===== src/axi_chan_reg.sv =====
// One-entry ready/valid register stage for a single AXI channel
`timescale 1ns/1ps
`default_nettype none

module axi_chan_reg #(
  parameter int unsigned Width = 8
) (
  input  wire              clk,
  input  wire              rst_n,
  input  wire              in_valid,
  output logic             in_ready,
  input  wire  [Width-1:0] in_data,
  output logic             out_valid,
  input  wire              out_ready,
  output logic [Width-1:0] out_data
);

  logic             full_q;
  logic [Width-1:0] data_q;

  // Take a new item when empty or when the held one leaves this cycle
  assign in_ready = !full_q || out_ready;

  always_ff @(posedge clk or negedge rst_n) begin
    if (!rst_n) begin
      full_q <= 1'b0;
    end else if (in_ready) begin
      full_q <= in_valid;
    end
  end

  always_ff @(posedge clk) begin
    if (in_valid && in_ready) begin
      data_q <= in_data;
    end
  end

  assign out_valid = full_q;
  assign out_data  = data_q;

  // A stalled source keeps its item offered and unchanged
  a_stable_on_stall: assert property (
    @(posedge clk) disable iff (!rst_n)
    (in_valid && !in_ready) |=> (in_valid && $stable(in_data))
  );

endmodule

`default_nettype wire


===== config.mk =====
export PLATFORM = sky130hd
export DESIGN_NAME = axi_chan_reg
export DESIGN_NICKNAME = d
export VERILOG_FILES = /design/src/axi_chan_reg.sv
export SDC_FILE = /design/constraint.sdc
export NUM_CORES = 1
export LEC_CHECK = 0
export BUFFER_PORTS_ARGS = -buffer_cell sky130_fd_sc_hd__buf_4
export CAP_MARGIN = 20
export CORE_AREA = 2 2 39 41
export DETAILED_ROUTE_END_ITERATION = 8
export DIE_AREA = 0 0 41 43
export PLACE_DENSITY_LB_ADDON = 0.3
export SLEW_MARGIN = 15
export SYNTH_ARGS = -nofsm -noshare
export SYNTH_HDL_FRONTEND = slang
export SYNTH_SLANG_ARGS = --single-unit

===== constraint.sdc =====
create_clock -name clk -period 1.04 [get_ports clk]
set_input_delay 0.208 -clock clk [delete_from_list [all_inputs] [get_ports clk]]
set_output_delay 0.208 -clock clk [all_outputs]
set_load 0.05 [all_outputs]

==> reports/qor.csv <==
metric,value,unit
status,finished with violations,
violations,negative setup slack,
grt-ovfl-total,0,
finalClockSkew,0.002174,ns
drt_wl_total,470,µm
finalWorstPathRequiredPeriod,1.098,ns
grt_pass1_vias,208,
clock_latency,0.24,ns
vias,194,
drt_first_iter_violations,1,
slowest_delay,0.42,ns
die_h,43,µm
startpoint_type,flip-flop,
final_cell_mix,"buf_4, edfxtp_1, buf_6",
required,0.83,ns
leakagePower,0.2322,nW
syn_avg_cell_area,24.50,µm²
rsz0062_at_grt,true,
finalSetupViolations,2,
post-route-util,38.97,%
viasPerCell,3.593,
die-area,1763,µm²
synth-seq-cells,9,
dp_cells,49,
cts_max_level,1,
dr.pass1.iters,2,
worstMarginPinSlew,0.1477,ns
cts_sinks,9,
cp_num_buf_inv,1,
setup_ws,-0.05842,ns
syn_nets,24,
netlist-cell-type-count,5,
clock.fmax,0.9104,GHz
postCtsSetupBuffers,0,
whs,0.1372,ns
cts_tree,built,
track_usage,6.830,%
dpl_cell_area,473.0,µm²
antennaDiodeCount,0,
synthCells,12,
vdd_ir_drop_max,0.5158,mV
slew_violations,0,
initial_core_util,21.25,%
crit_chain,nand2b_4 > buf_8,
numCtsBuffers,3,
critPathMaxFanout,3,
end_kind,output pin,
row_count,14,
crit_type,flip-flop to output pin,
clock-root-buffer,clkbuf_4,
clk_pin_slew_worst_paths,0.05,ns
ys_warn_count,0,
hold_viol_final,0,
core-area,1384,µm²
power-per-cell-area,1570,nW/µm²
drive_gt1_share,71.05,%
die_w,41,µm
synth.yosys.seq_area_share,90.21,%
layout.cells.non_filler,54,
wl_per_cell,8.704,µm
cp_slowest_cell,dfrtp_2,
rrSetupSlack,0.04,ns
antenna_found_initial,0,
syn_area,294.0,µm²
fin_crit_sh,105.6,%
drc_errors,0,
postRouteAntennaNets,0,
slew-limit-headroom,90.23,%
numPortBuffers,21,
critical_path.top_delay_family,flip-flops,
grt_max_degree,9,
fin_area,539.3,µm²
layout.nets,51,
drv_cap,0,
syn_to_final_growth,83.40,%
cts_max_path_buffers,2,
ioPinCount,22,
hold_path_class,primary input to flip-flop,
layout_commonest_cell,buf_4,
place_congestion,0.6054,
cp_data_arrival_time,0.89,ns
grt_pass1_wl,738,µm
-- sequential cells by signal (all words and copies together), names as in the netlist --
name	flops
out_valid	1
out_data	8
-- what timing repair did --
item	CTS	global route
hold buffers	1	0
endpoints found under the setup margin	2	8
endpoints found under the hold margin	1	0
resized for setup	2	6
-- routing by layer --
layer,track usage [%],vias to the layer above,share of wire [%]
met1,6.081,81,34
met4,6.000,0,0
met3,3.665,0,18
met5,0,-,0
li1,-,96,-
met2,10.31,17,47
-- layout make-up --
type / count / area, µm²
clock buffer: 4 / 26.28
fill: 137 / 844.6
multi-input combinational: 3 / 28.78
timing repair buffer: 22 / 197.7
sequential: 9 / 266.5
tap: 16 / 20.02
-- worst register-to-register path: stages (launching register included) --
cell and delay [ns]:
dfrtp_2 0.42, nand2b_4 0.09, and2_4 0.20
-- Yosys cell counts --
| cell type | n | share of area [%] |
|---|---|---|
| edfxtp_1 | 8 | 82 |
| dfrtp_1 | 1 | 8.5 |
| nand2b_4 | 1 | 4.7 |
| and2_4 | 1 | 3.0 |
| nand2b_1 | 1 | 2.1 |
-- power by group --
| part | switching (mW) | internal (mW) |
|---|---|---|
| sequential | 0.00926 | 0.419 |
| clock | 0.0968 | 0.146 |
| combinational | 0.101 | 0.0745 |
-- cells by family after synthesis --
logic type / count (synthesis) / share of synthesized area [%]
and+or+nand+nor: 3 / 9.788
DFF: 9 / 90.21
-- metrics by stage --
| stage | setup WS (ns) | TNS [ns] | total power, mW |
|---|---|---|---|
| 2_1_floorplan | -0.1942 | -1.554 | 0.5282 |
| 3_3_place_gp | 0.07252 | 0 | 0.5934 |
| 3_5_place_dp | 0.06026 | 0 | 0.5955 |
| 4_1_cts | -0.07294 | -0.1121 | 0.8532 |
| 5_1_grt | -0.1056 | -0.1665 | 0.8988 |
| 6_report | -0.05842 | -0.08359 | 0.8469 |
-- worst paths after layout --
kind / endpoint / cells after the start / start
max: in_ready / 2 / out_valid$_DFFE_PN0P_
min: out_data[3]$_DFFE_PP_ / 1 / in_data[3]
max reg2reg: out_data[2]$_DFFE_PP_ / 2 / out_valid$_DFFE_PN0P_
min reg2reg: out_valid$_DFFE_PN0P_ / 2 / out_valid$_DFFE_PN0P_
max in group asynchronous: out_valid$_DFFE_PN0P_ / 2 / rst_n
min in group asynchronous: out_valid$_DFFE_PN0P_ / 2 / rst_n
Note: power is estimated with default switching activity, not from simulation.
