## config.mk

```make
export PLATFORM = sky130hd
export DESIGN_NAME = axi_lite_cmd_manager
export DESIGN_NICKNAME = d
export VERILOG_FILES = /design/src/axi_addr_pkg.sv /design/src/axi_lite_cmd_manager.sv
export SDC_FILE = /design/constraint.sdc
export NUM_CORES = 1
export LEC_CHECK = 0
export BUFFER_PORTS_ARGS = -buffer_cell sky130_fd_sc_hd__buf_2
export CORE_UTILIZATION = 42
export CTS_CLUSTER_DIAMETER = 50
export CTS_CLUSTER_SIZE = 20
export DETAILED_ROUTE_END_ITERATION = 12
export HOLD_SLACK_MARGIN = 0.03
export PLACE_DENSITY_LB_ADDON = 0.15
export RECOVER_POWER = 50
export SKIP_LAST_GASP = 1
export SYNTH_ARGS = -nofsm -noshare
export SYNTH_HDL_FRONTEND = slang
export SYNTH_SLANG_ARGS = --single-unit
```

## constraint.sdc

```tcl
create_clock -name clk -period 2.9 [get_ports clk]
set_input_delay 0 -clock clk [delete_from_list [all_inputs] [get_ports clk]]
set_output_delay 0 -clock clk [all_outputs]
set_load 0.01 [all_outputs]
```

## src/axi_addr_pkg.sv

```systemverilog
// Shared widths, response codes, FSM encodings and subordinate address decode for the AXI path
`default_nettype none

package axi_addr_pkg;

  // Manager side carries a full 32-bit address
  localparam int unsigned MGR_ADDR_W = 32;
  // Subordinate only decodes one 4 KiB window
  localparam int unsigned SUB_ADDR_W = 12;
  localparam int unsigned DATA_W     = 32;
  localparam int unsigned STRB_W     = DATA_W / 8;
  localparam int unsigned MEM_DEPTH  = 1024;

  // AXI response codes
  localparam logic [1:0] RESP_OKAY   = 2'b00;
  localparam logic [1:0] RESP_SLVERR = 2'b10;

  // Command manager FSM encodings
  localparam int unsigned MGR_ST_W    = 3;
  localparam logic [2:0]  MGR_IDLE    = 3'd0;
  localparam logic [2:0]  MGR_WR_AD   = 3'd1;
  localparam logic [2:0]  MGR_WR_RESP = 3'd2;
  localparam logic [2:0]  MGR_RD_ADDR = 3'd3;
  localparam logic [2:0]  MGR_RD_DATA = 3'd4;

  // Word view of a subordinate byte address
  typedef struct packed {
    logic [9:0] word_index;
    logic [1:0] byte_offset;
  } sub_addr_fields_s;

  // Same 12 bits seen either as a byte address or as word plus offset
  typedef union packed {
    logic [SUB_ADDR_W-1:0] raw;
    sub_addr_fields_s      fields;
  } sub_addr_u;

endpackage

`default_nettype wire
```

## src/axi_lite_cmd_manager.sv

```systemverilog
// Command manager that turns one command at a time into AXI4-Lite traffic and returns the response
`timescale 1ns/1ps
`default_nettype none

module axi_lite_cmd_manager
  import axi_addr_pkg::*;
(
  input  wire                  clk,
  input  wire                  rst_n,
  // Command port
  input  wire                  cmd_valid,
  output logic                 cmd_ready,
  input  wire                  cmd_write,
  input  wire [MGR_ADDR_W-1:0] cmd_addr,
  input  wire [DATA_W-1:0]     cmd_wdata,
  input  wire [STRB_W-1:0]     cmd_wstrb,
  // Response port, one-cycle pulse
  output logic                 rsp_valid,
  output logic [DATA_W-1:0]    rsp_rdata,
  output logic [1:0]           rsp_resp,
  // AXI4-Lite manager side
  output logic [MGR_ADDR_W-1:0] aw_addr,
  output logic                 aw_valid,
  input  wire                  aw_ready,
  output logic [DATA_W-1:0]    w_data,
  output logic [STRB_W-1:0]    w_strb,
  output logic                 w_valid,
  input  wire                  w_ready,
  input  wire  [1:0]           b_resp,
  input  wire                  b_valid,
  output logic                 b_ready,
  output logic [MGR_ADDR_W-1:0] ar_addr,
  output logic                 ar_valid,
  input  wire                  ar_ready,
  input  wire  [DATA_W-1:0]    r_data,
  input  wire  [1:0]           r_resp,
  input  wire                  r_valid,
  output logic                 r_ready
);

  logic [MGR_ST_W-1:0]   state_q;
  // Holds cmd_ready low for the first cycle out of reset
  logic                  init_q;
  // AW and W complete independently
  logic                  aw_pend_q;
  logic                  w_pend_q;
  logic [MGR_ADDR_W-1:0] addr_q;
  logic [DATA_W-1:0]     wdata_q;
  logic [STRB_W-1:0]     wstrb_q;
  logic                  rsp_valid_q;
  logic [DATA_W-1:0]     rsp_rdata_q;
  logic [1:0]            rsp_resp_q;
  logic                  cmd_fire;
  logic                  aw_left;
  logic                  w_left;

  assign cmd_ready = init_q && (state_q == MGR_IDLE);
  assign cmd_fire  = cmd_valid && cmd_ready;

  // Channel still owed after this cycle
  assign aw_left = aw_pend_q && !aw_ready;
  assign w_left  = w_pend_q && !w_ready;

  always_ff @(posedge clk or negedge rst_n) begin
    if (!rst_n) begin
      state_q     <= MGR_IDLE;
      init_q      <= 1'b0;
      aw_pend_q   <= 1'b0;
      w_pend_q    <= 1'b0;
      rsp_valid_q <= 1'b0;
    end else begin
      init_q      <= 1'b1;
      rsp_valid_q <= 1'b0;
      case (state_q)
        MGR_IDLE: begin
          if (cmd_fire) begin
            // Raise the request channels on the next cycle
            state_q   <= cmd_write ? MGR_WR_AD : MGR_RD_ADDR;
            aw_pend_q <= cmd_write;
            w_pend_q  <= cmd_write;
          end
        end
        MGR_WR_AD: begin
          aw_pend_q <= aw_left;
          w_pend_q  <= w_left;
          if (!aw_left && !w_left) begin
            state_q <= MGR_WR_RESP;
          end
        end
        MGR_WR_RESP: begin
          if (b_valid) begin
            state_q     <= MGR_IDLE;
            rsp_valid_q <= 1'b1;
          end
        end
        MGR_RD_ADDR: begin
          if (ar_ready) begin
            state_q <= MGR_RD_DATA;
          end
        end
        MGR_RD_DATA: begin
          if (r_valid) begin
            state_q     <= MGR_IDLE;
            rsp_valid_q <= 1'b1;
          end
        end
        default: state_q <= MGR_IDLE;
      endcase
    end
  end

  // Command payload, held for the whole transaction
  always_ff @(posedge clk) begin
    if (cmd_fire) begin
      addr_q  <= cmd_addr;
      wdata_q <= cmd_wdata;
      wstrb_q <= cmd_wstrb;
    end
  end

  // Capture whichever response ends the transaction
  always_ff @(posedge clk) begin
    if (b_valid && b_ready) begin
      rsp_rdata_q <= '0;
      rsp_resp_q  <= b_resp;
    end else if (r_valid && r_ready) begin
      rsp_rdata_q <= r_data;
      rsp_resp_q  <= r_resp;
    end
  end

  assign aw_addr  = addr_q;
  assign aw_valid = aw_pend_q;
  assign w_data   = wdata_q;
  assign w_strb   = wstrb_q;
  assign w_valid  = w_pend_q;
  assign b_ready  = (state_q == MGR_WR_RESP);
  assign ar_addr  = addr_q;
  assign ar_valid = (state_q == MGR_RD_ADDR);
  assign r_ready  = (state_q == MGR_RD_DATA);

  assign rsp_valid = rsp_valid_q;
  assign rsp_rdata = rsp_rdata_q;
  assign rsp_resp  = rsp_resp_q;

  // A command is only taken once the path is idle, no response left in flight
  a_cmd_only_idle: assert property (
    @(posedge clk) disable iff (!rst_n)
    cmd_fire |-> (!b_valid && !r_valid)
  );

endmodule

`default_nettype wire

```

==> results.tsv, run 1 <==
stage	metric	value	unit
status	outcome	completed	
die	Ports	254	
cells_and_area	final net count	736	
critical_path	R2R setup slack	0.47	ns
timing	final period utilization	83.8	%
routing	post-route ant nets	0	
timing	Setup Skew	0.0168	ns
timing	Setup WS post-layout	0.470	ns
power_and_ir_drop	static leakage	2.52	nW
timing	final setup violation count	0	
critical_path	Critical Path Sink	rsp_resp[0]$_DFFE_PP_	
power_and_ir_drop	pwr/cell area	664	nW/um^2
cts	Setup Buffers After CTS	0	
place	Placer Congestion	0.817	
power_and_ir_drop	Peak VDD IR	0.362	mV
synth	synthesis-stage register bit count	109	
synth	Synth Instances	287	
cts	clock latency on the worst-skew pair	0.35	ns
synth	cell taking the most area after synthesis	edfxtp_1	
critical_path	reg-to-reg endpoint	rsp_resp[0]$_DFFE_PP_	
synth	Seq/Total Area, Yosys	72.9	%
die	die width	99.6	um
cts	Reg clk slew, reported paths	0.10	ns
timing	Final min period	2.43	ns
timing	unrepaired setup endpoints after global routing	false	
cts	CTS max path bufs	2	
grt	largest net degree at the start of global routing	63	
die	die area	9920	um^2
timing	Max Slew Vio Count	0	
critical_path	CP startpoint	state_q[0]$_DFFE_PN0P_	
place	Placed Area	5150	um^2
cells_and_area	layout cell share with drive strength beyond 1	34.4	%
cts	Num CTS Buffers	9	
synth	top cell type's share of synthesized area	52.5	%
critical_path	Crit Path Class	flop to flop	
die	Die Y-Extent	99.6	um
flow_run	Max Cap Viol	0	
cts	Root Driver	clkbuf_8	
cells_and_area	Final Cell Area	6340	um^2
cts	Post-CTS Hold Fix Bufs	113	
cells_and_area	n_diodes	0	
place	pre-CTS WS	1.01	ns
routing	drt initial violations	69	
grt	vias in the first global route	3357	
routing	drt pass-1 iters	4	
grt	Total GRT Usage	22.2	%
synth	Distinct cells, synth	30	
place	port bufs	253	
timing	final hold vios	0	
place	DP HPWL	6850	um
critical_path	RR Startpoint	state_q[0]$_DFFE_PN0P_	
grt	first-pass GRT wire length	16700	um
die	Rows	35	
routing	DRC violation count after routing	0	
critical_path	CP startpoint kind	flop	
grt	initial antenna violation count	0	
critical_path	CP Capture Type	flop	
synth	Avg Cell Area, Syn	13.9	um^2
synth	yosys warns	0	
cts	CTS tree	yes	
cts	CTS H-tree lvls	3	
routing	Total Wirelength	11300	um
synth	synthesized area	4000	um^2
synth	synth top area cells	edfxtp_1 53%, dfxtp_1 16%, a21oi_2 6.6%	
grt	total gr overflow	0	
die	Starting Density	43.3	%
critical_path	crit-path max FO	15	
timing	Worst-Margin Slew	0.524	ns
synth	Mapped Nets	400	
routing	DR vias	3401	
cts	PostCTS Resize Cnt	0	
cts	clk sink count	109	
timing	Max Fclk	411	MHz
critical_path	CP required	3.00	ns
cells_and_area	Layout area overhead	58.5	%
die	Core Area	9240	um^2
timing	setup TNS	0	ns
critical_path	data arrival time of the worst path	2.53	ns
timing	Rel. slew slack	65.0	%
routing	Wirelength per Cell	14.9	um
routing	drt via density	4.50	
min_path	hold crit path type	input port to flop	
critical_path	r2r worst-path depth	4	
[area by class of cell]
class / count / area (um^2)
inverters: 6 / 22.5
flip-flops and latches: 109 / 2920
multi-input cells: 127 / 744
well taps: 129 / 161
fillers: 723 / 2900
clock buffers: 9 / 124
repair buffers: 370 / 2330
clock inverters: 6 / 47.5
[logic make-up (layout without fill, tap and decap cells)]
| logic type | Yosys count | in the layout | share of synthesized area (%) |
|---|---|---|---|
| other | 1 | 1 | 0.0937 |
| flip-flops | 109 | 109 | 72.9 |
| buffers and inverters | 51 | 391 | 8.85 |
| AO/OA/AOI/OAI | 43 | 43 | 8.82 |
| multiplexers | 2 | 2 | 0.563 |
| AND/OR/NAND/NOR | 81 | 81 | 8.76 |
[metal layers]
metal | GRT usage [%] | wire length (um) | vias up
met1 | 22.9 | 4140 | 1595
met3 | 5.13 | 709 | 24
met5 | 0 | 0 | -
met2 | 42.0 | 6130 | 161
met4 | 10.7 | 309 | 0
li1 | - | - | 1621
[registers in the layout, summed over array words and instances (netlist names)]
| signal | cells |
|---|---|
| w_valid | 1 |
| w_strb | 4 |
| rsp_resp | 2 |
| rsp_rdata | 32 |
| rsp_valid | 1 |
| w_data | 32 |
| ar_addr | 32 |
| state_q | 3 |
| aw_valid | 1 |
| init_q | 1 |
[placed cells by master (no fill, tap or decap), drive strengths merged]
master       count
clkbuf         100
edfxtp          70
nand2           68
a31o             2
clkinv           2
nor2b            1
nor3             1
dlygate4sd3    113
nand3            2
mux2             2
a41o             1
a21oi           32
nor4bb           1
nand2b           2
and2             1
conb             1
clkinvlp         2
nand4bb          1
o221ai           2
buf            166
nor2             3
dfxtp           32
o22ai            1
nor4b            1
inv              8
a22o             1
dfrtp            7
o21ai            4
[per-stage QoR]
stage               util [%]  power, mW  cells  hold WS (ns)
finish                  68.7       4.21    756        0.0834
global placement        55.8       3.30    628        -0.160
detailed placement      55.8       3.32    628        -0.159
floorplan                  -       2.88    287        -0.296
global route            68.7       4.44    756        0.0852
CTS                     69.9       4.28    756        0.0856
[worst min-delay path by stage]
stage	from	to	cells after the start
after floorplan	rst_n	aw_valid$_DFFE_PN0P_	0
after global placement	rst_n	rsp_valid$_DFF_PN0_	1
after detailed placement	rst_n	init_q$_DFF_PN0_	1
after CTS	b_valid	rsp_valid$_DFF_PN0_	3
after global routing	b_valid	rsp_valid$_DFF_PN0_	3
final	b_valid	rsp_valid$_DFF_PN0_	3
[synth_stat cells]
| cell | number |
|---|---|
| nor4bb_1 | 1 |
| nor4b_2 | 1 |
| and2_1 | 1 |
| nor2b_1 | 1 |
| mux2_1 | 2 |
| dfxtp_1 | 32 |
| nand2_1 | 68 |
| edfxtp_1 | 70 |
| buf_6 | 3 |
| dfrtp_1 | 7 |
| conb_1 | 1 |
| a41o_1 | 1 |
| a21oi_1 | 2 |
| a31o_2 | 2 |
| buf_2 | 6 |
| a21oi_2 | 30 |
| buf_4 | 35 |
| nand4bb_1 | 1 |
| inv_2 | 1 |
| nor2_1 | 2 |
| clkbuf_2 | 1 |
| inv_1 | 5 |
| o22ai_1 | 1 |
| nand2b_1 | 2 |
| o221ai_1 | 2 |
| a22o_1 | 1 |
| nor2_4 | 1 |
| o21ai_0 | 4 |
| nor3_1 | 1 |
| nand3_1 | 2 |
[power by group]
| part | internal, mW | switching, mW |
|---|---|---|
| combinational | 0.533 | 0.695 |
| sequential | 2.00 | 0.172 |
| clock | 0.316 | 0.503 |
| total | 2.84 | 1.37 |
[critical path: stages (launching register included)]
cell and delay, ns:
dfrtp_1 0.54, nand2b_1 0.29, nor2_4 0.44, mux2_1 0.36, dlygate4sd3_1 0.55
No activity file was read; power rests on OpenSTA's default activity.
==> run 2: changes to the inputs <==
--- a/config.mk
+++ b/config.mk
@@ -6,7 +6,7 @@
 export NUM_CORES = 1
 export LEC_CHECK = 0
 export BUFFER_PORTS_ARGS = -buffer_cell sky130_fd_sc_hd__buf_2
-export CORE_UTILIZATION = 42
+export CORE_UTILIZATION = 38
 export CTS_CLUSTER_DIAMETER = 50
 export CTS_CLUSTER_SIZE = 20
 export DETAILED_ROUTE_END_ITERATION = 12
==> constraint.sdc (replaced) <==
create_clock -name clk -period 2.2 [get_ports clk]
set_input_delay 0 -clock clk [delete_from_list [all_inputs] [get_ports clk]]
set_output_delay 0 -clock clk [all_outputs]
set_load 0.01 [all_outputs]
==> run 2 against run 1 <==
Hold slack lost 0.028 ns. Combinational power grew 37%. Sequential share of layout area shrank 0.77 points. Non-clock buffer count grew 6. Maximum frequency grew 17%. Largest power group unchanged.
==> results.tsv, run 2 (synthesized netlist as in run 1, its figures left out) <==
stage	metric	value	unit	change
routing	drt initial violations	122		+77%
cts	CTS tree	yes		
grt	first-pass GRT wire length	17200	um	+3.0%
cts	Reg clk slew, reported paths	0.10	ns	about the same
power_and_ir_drop	part of the power in combinational logic	29.4	%	+0.3 points
place	port bufs	253		unchanged
routing	Wirelength per Cell	13.9	um	-6.9%
die	Starting Density	38.9	%	-4.4 points
place	DP HPWL	7130	um	+4.0%
cells_and_area	layout cell share with drive strength beyond 1	35.6	%	+1.2 points
timing	final setup violation count	0		unchanged
timing	Hold WS	0.0557	ns	-0.0276 ns
flow_run	Max Cap Viol	0		unchanged
cts	clk sink count	109		unchanged
grt	total gr overflow	0		unchanged
critical_path	CP peak stage delay	0.55	ns	about the same
critical_path	Crit Path Class	flop to flop		
routing	DRC violation count after routing	0		unchanged
critical_path	data arrival time of the worst path	2.20	ns	-0.33 ns
power_and_ir_drop	Switch Pwr	1.81	mW	+32%
critical_path	CP startpoint kind	flop		
min_path	Hold Crit Depth	3		unchanged
cells_and_area	most common cell after layout, fill and taps aside	buf_2		
min_path	hold crit path type	input port to flop		
timing	final period utilization	94.5	%	+11 points
grt	vias in the first global route	3498		+4.2%
routing	post-route ant nets	0		unchanged
power_and_ir_drop	sw frac	31.6	%	-0.89 points
critical_path	Worst path slowest cell	dlygate4sd3_1		
timing	Max Fclk	481	MHz	+17%
cts	Root Driver	clkbuf_8		
cts	CTS max path bufs	2		unchanged
die	die area	10900	um^2	+10%
timing	Final min period	2.08	ns	-0.352 ns
place	Placer Congestion	0.752		-8.0%
routing	Total Wirelength	10700	um	-5.2%
grt	Total GRT Usage	20.2	%	-2.0 points
critical_path	CP required	2.32	ns	-0.68 ns
die	die width	105	um	+5.0%
critical_path	CP Cell Sequence	buf_4, nand2b_1, nor2_4, mux2_1, dlygate4sd3_1		
timing	final hold vios	0		unchanged
critical_path	CP Capture Type	flop		
cells_and_area	final net count	742		+0.82%
timing	Setup Skew	0.0122	ns	-0.00459 ns
cts	clock latency on the worst-skew pair	0.36	ns	about the same
cells_and_area	Register Area	2920	um^2	unchanged
die	Die Y-Extent	105	um	+5.0%
die	Rows	37		+5.7%
cells_and_area	n_diodes	0		unchanged
routing	DR vias	3349		-1.5%
routing	drt via density	4.35		-3.3%
power_and_ir_drop	static leakage	2.59	nW	+2.5%
grt	largest net degree at the start of global routing	25		-60%
power_and_ir_drop	pwr/cell area	889	nW/um^2	+34%
cts	Num CTS Buffers	9		unchanged
routing	drt pass-1 iters	4		unchanged
power_and_ir_drop	clock power share	21.4	%	+2.0 points
power_and_ir_drop	Peak VDD IR	0.467	mV	+29%
power_and_ir_drop	sequential power share	49.2	%	-2.2 points
timing	setup TNS	0	ns	unchanged
critical_path	r2r worst-path depth	5		+1
power_and_ir_drop	Int Power	3.92	mW	+38%
cells_and_area	# fillers	853		+18%
cells_and_area	Layout area overhead	61.2	%	
die	Core Area	10300	um^2	+11%
cells_and_area	most frequent cells in the layout	165 x buf_2, 113 x dlygate4sd3_1, 89 x clkbuf_1		
die	Ports	254		unchanged
critical_path	crit-path max FO	11		-4
cts	CTS H-tree lvls	3		unchanged
grt	initial antenna violation count	0		unchanged
cells_and_area	multi-input logic area	744	um^2	unchanged
status	outcome	completed		
timing	Max Slew Vio Count	0		unchanged
-- run 2: metrics by stage --
| step | power (mW) | worst slack (ns) | cell area (um^2) | utilization [%] | instances |
|---|---|---|---|---|---|
| 2_1_floorplan | 3.79 | 0.219 | 4000 | - | 287 |
| 3_3_place_gp | 4.40 | 0.442 | 5220 | 50.8 | 641 |
| 3_5_place_dp | 4.43 | 0.417 | 5220 | 50.8 | 641 |
| 4_1_cts | 5.86 | 0.107 | 6560 | 63.8 | 770 |
| 5_1_grt | 6.07 | -0.000267 | 6450 | 62.8 | 770 |
| 6_report | 5.74 | 0.121 | 6450 | 62.8 | 770 |
-- run 2: metal layers --
metal / part of all wire [%] / vias up / track usage, %
li1: - / 1634 / -
met1: 38 / 1542 / 21.6
met2: 54 / 153 / 37.5
met3: 6.3 / 20 / 4.74
met4: 2.3 / 0 / 9.15
met5: 0 / - / 0
-- run 2: layout make-up --
cell class	instances	share of cell area, %
clock buffers	10	1.98
repair buffers	376	37.0
well taps	136	2.64
inverters	6	0.427
flip-flops and latches	109	45.2
clock inverters	6	1.18
multi-input cells	127	11.5
-- run 2: path summary, 6_finish.rpt --
kind,start,end,slack (ns)
setup reg to reg,state_q[0]$_DFFE_PN0P_,rsp_resp[0]$_DFFE_PP_,0.12
hold reg to reg,rsp_rdata[30]$_SDFFE_PP0P_,rsp_rdata[30]$_SDFFE_PP0P_,0.47
hold / removal,b_valid,rsp_valid$_DFF_PN0_,0.06
max in group asynchronous,rst_n,aw_valid$_DFFE_PN0P_,1.36
min in group asynchronous,rst_n,rsp_valid$_DFF_PN0_,0.58
setup / recovery,state_q[0]$_DFFE_PN0P_,rsp_resp[0]$_DFFE_PP_,0.12
-- run 2: worst max-delay path, delay by kind of cell (launching register included) --
family                 cells  cell delay, ns
AND/OR/NAND/NOR            2            0.38
flip-flops                 1            0.40
multiplexers               1            0.33
buffers and inverters      2            0.73
-- run 2: power by group through the flow --
stage	combinational, mW	clock [mW]	sequential (mW)
floorplan	0.766	0	3.03
global placement	1.56	0	2.84
CTS	1.77	1.28	2.81
global route	1.85	1.34	2.87
detailed placement	1.58	0	2.85
finish	1.68	1.23	2.82
-- run 2: timing repair --
item                       4_1_cts  5_1_grt
hold buffers                   113        0
hold endpoints to repair       114        0
gates resized for setup          0        1
buffers inserted                 0        0
setup endpoints to repair        0        1
